$ cat src/hdl/dodge_pkg.sv
// Dodge game core shared types
// Field geometry, player and button records, game states
`default_nettype none

package dodge_pkg;

	// ==================================================
	// Field geometry
	// ==================================================
	localparam int FIELD_W = 8;
	localparam int FIELD_H = 8;
	localparam int SCORE_W = 8;

	// One bit per column with the MSB as the leftmost column
	typedef logic [FIELD_W-1:0] row_t;

	// Row 0 is the bottom row where the players sit
	typedef struct packed {
		row_t [FIELD_H-1:0] rows;
	} field_t;

	// Button levels of one player
	typedef struct packed {
		logic left;
		logic right;
	} btn_t;

	// Alive flag and one-hot column
	typedef struct packed {
		logic alive;
		row_t pos;
	} player_t;

	typedef enum logic [1:0] {
		st_idle = 2'd0,
		st_run  = 2'd1,
		st_over = 2'd2
	} game_state_t;

endpackage

`default_nettype wire

$ cat src/hdl/player_ctrl.sv
// Dodge player control
// One-hot position with button edge detection, edge clamping and alive flag
`timescale 1ns/1ps
`default_nettype none

module player_ctrl #(
	parameter dodge_pkg::row_t INIT_POS = dodge_pkg::row_t'(1)
) (
	input  wire logic               clk_50,
	input  wire logic               rst_n,
	input  wire dodge_pkg::btn_t    btn,
	input  wire logic               running,
	input  wire logic               game_clear,
	input  wire logic               hit,
	output dodge_pkg::player_t      player
);

	// ==================================================
	// Button edge detection
	// ==================================================
	dodge_pkg::btn_t btn_q;
	dodge_pkg::btn_t rise;
	logic move_left;
	logic move_right;

	assign rise = btn & ~btn_q;

	// Both buttons together cancel out
	assign move_left  = rise.left && !btn.right && !player.pos[dodge_pkg::FIELD_W-1];
	assign move_right = rise.right && !btn.left && !player.pos[0];

	always_ff @(posedge clk_50 or negedge rst_n) begin
		if (!rst_n) begin
			btn_q <= '0;
		end else begin
			btn_q <= btn;
		end
	end

	// ==================================================
	// Position and alive flag
	// ==================================================
	always_ff @(posedge clk_50 or negedge rst_n) begin
		if (!rst_n) begin
			player.alive <= 1'b1;
			player.pos   <= INIT_POS;
		end else if (game_clear) begin
			player.alive <= 1'b1;
			player.pos   <= INIT_POS;
		end else if (running && player.alive) begin
			// Obstacle in our column kills the player
			if (hit) begin
				player.alive <= 1'b0;
			end

			// Left goes toward the MSB
			if (move_left) begin
				player.pos <= {player.pos[dodge_pkg::FIELD_W-2:0], 1'b0};
			end else if (move_right) begin
				player.pos <= {1'b0, player.pos[dodge_pkg::FIELD_W-1:1]};
			end
		end
	end

endmodule

`default_nettype wire

$ cat src/hdl/tick_timer.sv
// Game tick timer
// One-cycle tick every TICK_CYCLES clocks while the game runs
`timescale 1ns/1ps
`default_nettype none

module tick_timer #(
	parameter int TICK_CYCLES = 2_000_000
) (
	input  wire logic clk_50,
	input  wire logic rst_n,
	input  wire logic running,
	input  wire logic game_clear,
	output logic      tick
);

	localparam int CNT_W = (TICK_CYCLES > 1) ? $clog2(TICK_CYCLES) : 1;
	localparam logic [CNT_W-1:0] CNT_LAST = CNT_W'(TICK_CYCLES - 1);

	logic [CNT_W-1:0] cnt;
	logic             wrap;

	assign wrap = (cnt == CNT_LAST);

	// Stale count must not fire during the clear cycle
	assign tick = running && !game_clear && wrap;

	always_ff @(posedge clk_50 or negedge rst_n) begin
		if (!rst_n) begin
			cnt <= '0;
		end else if (game_clear) begin
			cnt <= '0;
		end else if (running) begin
			if (wrap) begin
				cnt <= '0;
			end else begin
				cnt <= cnt + 1'b1;
			end
		end
	end

endmodule

`default_nettype wire

$ cat src/hdl/field_scroller.sv
// Dodge field scroller
// Eight row registers shifting down per tick, new top rows from an LFSR
`timescale 1ns/1ps
`default_nettype none

module field_scroller (
	input  wire logic         clk_50,
	input  wire logic         rst_n,
	input  wire logic         game_clear,
	input  wire logic         tick,
	output dodge_pkg::field_t field
);

	// ==================================================
	// Random row source
	// ==================================================
	// Maximal length polynomial x^8 + x^6 + x^5 + x^4 + 1
	localparam logic [7:0] LFSR_SEED = 8'hb5;

	logic [7:0] lfsr;
	logic       lfsr_fb;

	assign lfsr_fb = lfsr[7] ^ lfsr[5] ^ lfsr[4] ^ lfsr[3];

	// Free running so each game sees a different sequence
	always_ff @(posedge clk_50 or negedge rst_n) begin
		if (!rst_n) begin
			lfsr <= LFSR_SEED;
		end else begin
			lfsr <= {lfsr[6:0], lfsr_fb};
		end
	end

	// ==================================================
	// Row registers
	// ==================================================
	always_ff @(posedge clk_50 or negedge rst_n) begin
		if (!rst_n) begin
			field <= '0;
		end else if (game_clear) begin
			field <= '0;
		end else if (tick) begin
			// Row k takes row k+1, top row takes the LFSR
			field.rows <= {dodge_pkg::row_t'(lfsr), field.rows[dodge_pkg::FIELD_H-1:1]};
		end
	end

endmodule

`default_nettype wire

$ cat src/hdl/game_ctrl.sv
// Dodge game control
// Idle/run/over FSM, hit detection, score counter and clear strobe
`timescale 1ns/1ps
`default_nettype none

module game_ctrl (
	input  wire logic                       clk_50,
	input  wire logic                       rst_n,
	input  wire logic                       start,
	input  wire logic                       tick,
	input  wire dodge_pkg::row_t            bottom_row,
	input  wire dodge_pkg::player_t         p1,
	input  wire dodge_pkg::player_t         p2,
	output logic                            running,
	output logic                            game_over,
	output logic                            game_clear,
	output logic                            hit1,
	output logic                            hit2,
	output logic [dodge_pkg::SCORE_W-1:0]   score
);

	dodge_pkg::game_state_t state;
	dodge_pkg::game_state_t state_nxt;
	logic start_ok;
	logic all_dead;
	logic any_alive;

	assign running   = (state == dodge_pkg::st_run);
	assign game_over = (state == dodge_pkg::st_over);

	assign start_ok  = start && (state != dodge_pkg::st_run);
	assign all_dead  = !p1.alive && !p2.alive;
	assign any_alive = p1.alive || p2.alive;

	// Overlap of the bottom row with a living player
	assign hit1 = running && p1.alive && (|(bottom_row & p1.pos));
	assign hit2 = running && p2.alive && (|(bottom_row & p2.pos));

	// ==================================================
	// State machine
	// ==================================================
	always_comb begin
		state_nxt = state;
		case (state)
			dodge_pkg::st_idle, dodge_pkg::st_over: begin
				if (start) begin
					state_nxt = dodge_pkg::st_run;
				end
			end
			dodge_pkg::st_run: begin
				// Players still show the old game during the clear cycle
				if (all_dead && !game_clear) begin
					state_nxt = dodge_pkg::st_over;
				end
			end
			default: begin
				state_nxt = dodge_pkg::st_idle;
			end
		endcase
	end

	always_ff @(posedge clk_50 or negedge rst_n) begin
		if (!rst_n) begin
			state      <= dodge_pkg::st_idle;
			game_clear <= 1'b0;
		end else begin
			state      <= state_nxt;
			game_clear <= start_ok;
		end
	end

	// ==================================================
	// Score
	// ==================================================
	always_ff @(posedge clk_50 or negedge rst_n) begin
		if (!rst_n) begin
			score <= '0;
		end else if (game_clear) begin
			score <= '0;
		end else if (tick && any_alive) begin
			score <= score + 1'b1;
		end
	end

endmodule

`default_nettype wire

$ cat src/hdl/dodge_top.sv
// Dodge game core top level
// Two players, scrolling obstacle field, tick timer and game control
`timescale 1ns/1ps
`default_nettype none

module dodge_top #(
	parameter int TICK_CYCLES = 2_000_000
) (
	input  wire logic                      clk_50,
	input  wire logic                      rst_n,
	input  wire logic                      start,
	input  wire dodge_pkg::btn_t           p1_btn,
	input  wire dodge_pkg::btn_t           p2_btn,
	output dodge_pkg::field_t              field,
	output dodge_pkg::player_t             p1,
	output dodge_pkg::player_t             p2,
	output logic [dodge_pkg::SCORE_W-1:0]  score,
	output logic                           running,
	output logic                           game_over
);

	logic game_clear;
	logic tick;
	logic hit1;
	logic hit2;

	// ==================================================
	// Players
	// ==================================================
	player_ctrl #(
		.INIT_POS(8'b0100_0000)
	) u_player1 (
		.clk_50     (clk_50),
		.rst_n      (rst_n),
		.btn        (p1_btn),
		.running    (running),
		.game_clear (game_clear),
		.hit        (hit1),
		.player     (p1)
	);

	player_ctrl #(
		.INIT_POS(8'b0000_0100)
	) u_player2 (
		.clk_50     (clk_50),
		.rst_n      (rst_n),
		.btn        (p2_btn),
		.running    (running),
		.game_clear (game_clear),
		.hit        (hit2),
		.player     (p2)
	);

	// ==================================================
	// Field and timing
	// ==================================================
	tick_timer #(
		.TICK_CYCLES(TICK_CYCLES)
	) u_tick_timer (
		.clk_50     (clk_50),
		.rst_n      (rst_n),
		.running    (running),
		.game_clear (game_clear),
		.tick       (tick)
	);

	field_scroller u_field_scroller (
		.clk_50     (clk_50),
		.rst_n      (rst_n),
		.game_clear (game_clear),
		.tick       (tick),
		.field      (field)
	);

	// Hits are judged on the bottom row only
	game_ctrl u_game_ctrl (
		.clk_50     (clk_50),
		.rst_n      (rst_n),
		.start      (start),
		.tick       (tick),
		.bottom_row (field.rows[0]),
		.p1         (p1),
		.p2         (p2),
		.running    (running),
		.game_over  (game_over),
		.game_clear (game_clear),
		.hit1       (hit1),
		.hit2       (hit2),
		.score      (score)
	);

endmodule

`default_nettype wire

$ cat config.mk
export PLATFORM = sky130hd
export DESIGN_NAME = dodge_top
export DESIGN_NICKNAME = d
export VERILOG_FILES = /design/src/hdl/dodge_pkg.sv /design/src/hdl/player_ctrl.sv /design/src/hdl/tick_timer.sv /design/src/hdl/field_scroller.sv /design/src/hdl/game_ctrl.sv /design/src/hdl/dodge_top.sv
export SDC_FILE = /design/constraint.sdc
export NUM_CORES = 1
export LEC_CHECK = 0
export ABC_AREA = 1
export BUFFER_PORTS_ARGS = -buffer_cell sky130_fd_sc_hd__buf_2
export CORE_AREA = 5 5 144 146
export CTS_CLUSTER_DIAMETER = 120
export DETAILED_ROUTE_END_ITERATION = 10
export DIE_AREA = 0 0 149 151
export GPL_TIMING_DRIVEN = 0
export PLACE_DENSITY = 0.56
export REMOVE_ABC_BUFFERS = 1
export SYNTH_ARGS = -nofsm -noshare
export SYNTH_HDL_FRONTEND = slang
export SYNTH_SLANG_ARGS = --single-unit
$ cat constraint.sdc
create_clock -name clk_50 -period 2.1 [get_ports clk_50]
set_input_delay 0 -clock clk_50 [delete_from_list [all_inputs] [get_ports clk_50]]
set_output_delay 0 -clock clk_50 [all_outputs]
set_load 0.05 [all_outputs]
==> results.cfg, run 1 <==
[power]
p_leak_nw = 3.48
vdd.ir_drop.worst_uv = 571
p_seq_share_pct = 37.8
power.density_mw_per_mm2 = 1070
power_frac_clock_pct = 40.4
p_int_w = 0.00508
power_switching_w = 0.00261
swShare_pct = 34.0
power_frac_comb_pct = 21.8

[critical_path]
startpoint_type = flop
worstPathRequired_ns = 2.40
cp_data_arrival_time_ns = 2.29
cp-end-kind = flop
reg2reg_to = u_game_ctrl.score[6]
critical_path_class = flop to flop
reg2reg_setup_slack_ns = 0.11
critical_path_peak_fanout = 25
regToRegStartpoint = u_game_ctrl.game_clear
reg2reg_depth = 7

[global_route]
antenna_found_initial = 2
grt_pass1_wl_um = 25600
grt_pass1_vias = 4733
grt_overflow = 0
grt_use_total_pct = 14.4
grt_max_degree = 84

[sta]
fin_crit_ns = 1.99
finalCritPeriodShare_pct = 94.9
setup_violations = 0
fin_setup_tns_ns = 0
slew_violations = 0
worst_pin_slew_ns = 0.711
maxSlewHeadroom_pct = 52.5
finClkSkew_ns = 0.0104
fin_ws_ns = 0.107
hold_slack_ns = 0.0759
max_freq_ghz = 0.502
finalHoldViolations = 0
rsz0062_at_grt = yes

[cts]
path_clk_slew_ns = 0.06
numCtsBuffers = 17
cts_tree = done
root_buffer = clkbuf_16
cts_htree_levels = 4
clock-sinks = 126
clk_latency_ns = 0.42
clk_path_buf_depth = 2

[synthesis]
yosysUniqueCellTypes = 28
synth_top_cell_by_area = dfrtp_1
synth_compound_area_share_pct = 13.3
ys_ff_latch = 126
synthesis.area_sq_mm = 0.00563
synthSimpleGateAreaFrac_pct = 17.8
muxShareOfSynthArea_pct = 0
avgSynthCellArea_sq_um = 8.64
synth_top_area_share_pct = 52.0
yosysSeqAreaShare_pct = 56.2
synthCells = 652
synthXorXnorAreaFrac_pct = 2.02
synth_top_family_by_area = simple AND/OR/NAND/NOR gates
synth-warning-count = 0
synthAdderAreaFrac_pct = 0.444
synth_area_leaders = dfrtp_1 52%, nand2_1 8.4%, o22ai_1 8.1%

[floorplan]
ios = 99
row_count = 51
die_h_um = 151
die_area_sq_mm = 0.0225
core_sq_mm = 0.0193
die_w_um = 149
initial_core_util_pct = 29.2

[layout]
syn_to_final_growth_pct = 28.2
utilization_pct = 37.5
drive_gt1_share_pct = 21.0
finalNonFillerCells = 1044
nets = 774
fillCellCount = 2029

[placement]
detailed_place_hpwl_um = 9910
numPortBuffers = 98
gp_congestion = 0.798
dp_worst_setup_slack_ns = -1.90
placed_cells = 993

[route]
wl_per_cell_um = 15.1
remaining_drc_errors = 0
via_per_inst = 4.55
routed_wl_um = 15800
vias = 4747
ant_nets = 0
drt_iter0_markers = 340
drt_first_pass_iters = 4

[min_path]
min_path_type = primary input to asynchronous set/reset pin

[job]
cap_violations = 0

[status]
status = finished clean
## cell usage in the layout (no fill, tap or decap), types with 2 or more instances in the layout
cell type,n
nand2_4,3
dlygate4sd3_1,6
dfrtp_2,2
clkbuf_1,3
o21ai_0,43
buf_2,97
clkinv_2,3
a21oi_1,6
dfrtp_1,115
buf_4,7
bufinv_16,4
inv_1,115
nand2_2,2
nand2_8,2
nand4_1,5
xor2_1,10
o22ai_1,73
dfstp_2,9
clkbuf_16,17
o21bai_1,2
buf_12,2
xnor2_1,3
nor2_1,63
nand3_1,39
nand2_1,124
clkinvlp_4,3
nor2_2,3
nor3b_1,2
## stage by stage
stage | total power (W) | area, sq um
6_report | 0.00769 | 7220
4_1_cts | 0.00776 | 7190
2_1_floorplan | 0.00404 | 5490
3_5_place_dp | 0.00453 | 6360
3_3_place_gp | 0.00451 | 6310
5_1_grt | 0.00808 | 7220
## worst max-delay path by stage
stage	start	to	cells past startpoint
finish	u_game_ctrl.game_clear	u_game_ctrl.score[6]	7
global route	u_game_ctrl.game_clear	u_game_ctrl.score[0]	7
CTS	u_tick_timer.cnt[0]	u_tick_timer.cnt[17]	10
detailed placement	u_game_ctrl.game_clear	u_game_ctrl.score[6]	6
global placement	u_game_ctrl.game_clear	u_game_ctrl.score[1]	6
floorplan	u_tick_timer.cnt[0]	u_game_ctrl.score[5]	10
## power by group through the flow
stage	Combinational, W	Sequential (W)	Clock [W]
finish	0.00168	0.00291	0.00311
global route	0.00185	0.00294	0.00329
CTS	0.00168	0.00291	0.00317
detailed placement	0.00159	0.00294	0
global placement	0.00157	0.00294	0
floorplan	0.000678	0.00336	0
## critical path, stage by stage (launching register included)
cell     delay, ns
dfrtp_2       0.61
nor2_2        0.53
nand3_4       0.19
buf_4         0.20
nand2_8       0.08
nand2_2       0.12
nand2_1       0.10
nand2_1       0.05
## state kept, by name, summed over array words and instances (netlist names)
register,count
u_game_ctrl.score,8
u_player1.btn_q,2
u_player1.player,9
u_field_scroller.field,64
u_tick_timer.cnt,21
u_game_ctrl.state,2
u_player2.btn_q,2
u_field_scroller.lfsr,8
u_game_ctrl.game_clear,1
u_player2.player,9
## cell usage after synthesis, drive strengths merged
library cell    n
dfstp           9
inv           115
clkbuf          9
o21ai          43
o22ai          73
a22oi           1
o41ai           1
a22o            1
o21bai          2
xnor2           3
nor3b           2
a21oi           6
ha              2
nand3          40
xor2           10
buf            15
nand4           5
nand2         128
nand3b          1
clkinv          1
a21o            1
dfrtp         117
nor2           67
## per-layer routing
| layer | part of all wire, % | vias to the layer above | wire [um] | global-route usage (%) |
|---|---|---|---|---|
| met5 | 0.070 | - | 11 | 0 |
| met4 | 1.6 | 2 | 250 | 4.53 |
| met3 | 3.8 | 19 | 600 | 3.47 |
| met2 | 44 | 91 | 6960 | 21.9 |
| met1 | 50 | 2285 | 7970 | 20.5 |
| li1 | - | 2350 | - | - |
## layout make-up
class                           count  area, sq um  area share (%)
Sequential cell                   126         3170            43.9
Tap cell                          265          332            4.59
Inverter                          116          438            6.07
Clock inverter                     11          166            2.31
Clock buffer                       21          450            6.24
Timing Repair Buffer              114          677            9.38
Antenna cell                        1         2.50          0.0347
Multi-Input combinational cell    390         1990            27.5
## timing repair
action,4_1_cts,5_1_grt
endpoints found under the setup margin,99,80
hold endpoints to repair,128,0
pin swaps,1,1
gates resized for setup,12,3
cloned,3,1
buffers inserted,7,1
hold buffers,6,0
## kinds of logic (layout without fill, tap and decap cells)
group | count (synthesis) | count (layout)
simple gates | 243 | 247
buf+inv | 140 | 262
compound gates | 128 | 128
flops | 126 | 126
xor+xnor | 13 | 13
fa+ha+maj | 2 | 2
other cells | 0 | 1
No activity file was read; power rests on OpenSTA's default activity.
==> inputs of run 2 (changes only) <==
- HOLD_SLACK_MARGIN: unset -> 0.12
==> results.cfg, run 2 (synthesized netlist as in run 1, its figures left out) <==
[cts]
root_buffer = clkbuf_16
clk_latency_ns = 0.42
clock-sinks = 126
cts_tree = done
path_clk_slew_ns = 0.06
clk_path_buf_depth = 2
cts_htree_levels = 4
numCtsBuffers = 17

[status]
status = finished clean

[global_route]
grt_pass1_vias = 4739
grt_max_degree = 84
grt_use_total_pct = 14.6
antenna_found_initial = 2
grt_overflow = 0
grt_pass1_wl_um = 25800

[route]
remaining_drc_errors = 0
wl_per_cell_um = 15.3
via_per_inst = 4.61
ant_nets = 0
vias = 4814
routed_wl_um = 16000
drt_iter0_markers = 356
drt_first_pass_iters = 5

[sta]
finalHoldViolations = 0
max_freq_ghz = 0.503
finClkSkew_ns = 0.0100
maxSlewHeadroom_pct = 52.5
setup_violations = 0
fin_ws_ns = 0.112
worst_pin_slew_ns = 0.711
finalCritPeriodShare_pct = 94.7
rsz0062_at_grt = yes
fin_crit_ns = 1.99
slew_violations = 0

[placement]
numPortBuffers = 98
detailed_place_hpwl_um = 9910
gp_congestion = 0.798
placed_cells = 993
dp_worst_setup_slack_ns = -1.90

[floorplan]
row_count = 51
core_sq_mm = 0.0193
die_area_sq_mm = 0.0225
initial_core_util_pct = 29.2
die_w_um = 149
die_h_um = 151
ios = 99

[layout]
multi_input_area_sq_mm = 0.00199
nets = 775
utilization_pct = 37.6
reg_top3 = u_field_scroller.field: 64 flops, u_tick_timer.cnt: 21 flops
layout_commonest_cell = nand2_1
drive_gt1_share_pct = 21.1
regArea_sq_mm = 0.00317
largest_reg_flops = 64
finalNonFillerCells = 1045
layout_common_cells = 124 x nand2_1, 115 x inv_1, 115 x dfrtp_1
syn_to_final_growth_pct = 28.5
fillCellCount = 2027
top_register = u_field_scroller.field

[critical_path]
critical_path_class = flop to flop
reg2reg_setup_slack_ns = 0.11
reg2reg_depth = 7
startpoint_type = flop
critical_path_peak_fanout = 25
cp_cell_sequence = nor2_2 -> nand3_4 -> buf_4 -> nand2_8 -> nand2_2 -> nand2_1 -> nand2_1
cp-end-kind = flop
worstPathRequired_ns = 2.40
cp_data_arrival_time_ns = 2.29
max_stage_delay_ns = 0.61
critPathSlowestCell = dfrtp_2
reg2reg_to = u_game_ctrl.score[6]
crit_top_cell = nand2_1
regToRegStartpoint = u_game_ctrl.game_clear

[power]
vdd.ir_drop.worst_uv = 571
p_leak_nw = 3.48
power.density_mw_per_mm2 = 1060

[min_path]
min_path_type = primary input to asynchronous set/reset pin

[job]
cap_violations = 0
run 2: changes by cell type in the layout (fill, tap and decap cells not counted), sizes merged:
cell	previous run	this run
buf	108	109
run 2: worst max-delay path by stage:
| stage | from | end | slack [ns] | depth (start not counted) |
|---|---|---|---|---|
| finish | u_game_ctrl.game_clear | u_game_ctrl.score[6] | 0.11 | 7 |
| global placement | u_game_ctrl.game_clear | u_game_ctrl.score[1] | -2.82 | 6 |
| CTS | u_tick_timer.cnt[0] | u_tick_timer.cnt[17] | 0.03 | 10 |
| detailed placement | u_game_ctrl.game_clear | u_game_ctrl.score[6] | -1.90 | 6 |
| global route | u_game_ctrl.game_clear | u_game_ctrl.score[0] | -0.05 | 7 |
| floorplan | u_tick_timer.cnt[0] | u_game_ctrl.score[5] | -1.12 | 10 |
run 2: report_power, final:
part           leakage (nW)  switching (W)  total, W  internal (W)
sequential             1.69       0.000252   0.00291       0.00266
clock                 0.293        0.00109   0.00310       0.00201
combinational          1.50        0.00127   0.00169      0.000415
run 2: what timing repair did:
item	CTS	global route
setup endpoints to repair	99	80
buffers inserted	7	1
hold buffers	7	0
gates cloned	3	1
endpoints found under the hold margin	131	0
resized for setup	12	3
pin swaps	1	1
run 2: final cells by class:
class | count | share of cell area [%]
diodes | 1 | 0.0346
clock inverters | 11 | 2.30
multi-input cells | 390 | 27.4
well taps | 265 | 4.58
repair buffers | 115 | 9.63
flip-flops and latches | 126 | 43.8
inverters | 116 | 6.05
clock buffers | 21 | 6.22
run 2: per-layer routing:
layer / GRT usage [%] / routed length [um] / vias to the layer above
met1: 20.7 / 8000 / 2325
met4: 4.53 / 250 / 2
li1: - / - / 2354
met3: 3.47 / 660 / 19
met5: 0 / 11 / -
met2: 22.3 / 7050 / 114
run 2: metrics by stage:
step	setup TNS (ns)	hold WS, ns	area [sq um]	power, W
final	0	0.173	7240	0.00770
after global routing	-0.460	0.170	7240	0.00809
after CTS	0	0.167	7210	0.00776
after detailed placement	-106.56	-0.0477	6360	0.00453
after global placement	-259.46	0.141	6310	0.00451
after floorplan	-58.96	-0.296	5490	0.00404
run 2: worst max-delay path, delay by kind of cell, from the launching register on:
kind / cells / cell delay [ns]
DFF: 1 / 0.61
and+or+nand+nor: 6 / 1.06
buffers and inverters: 1 / 0.19
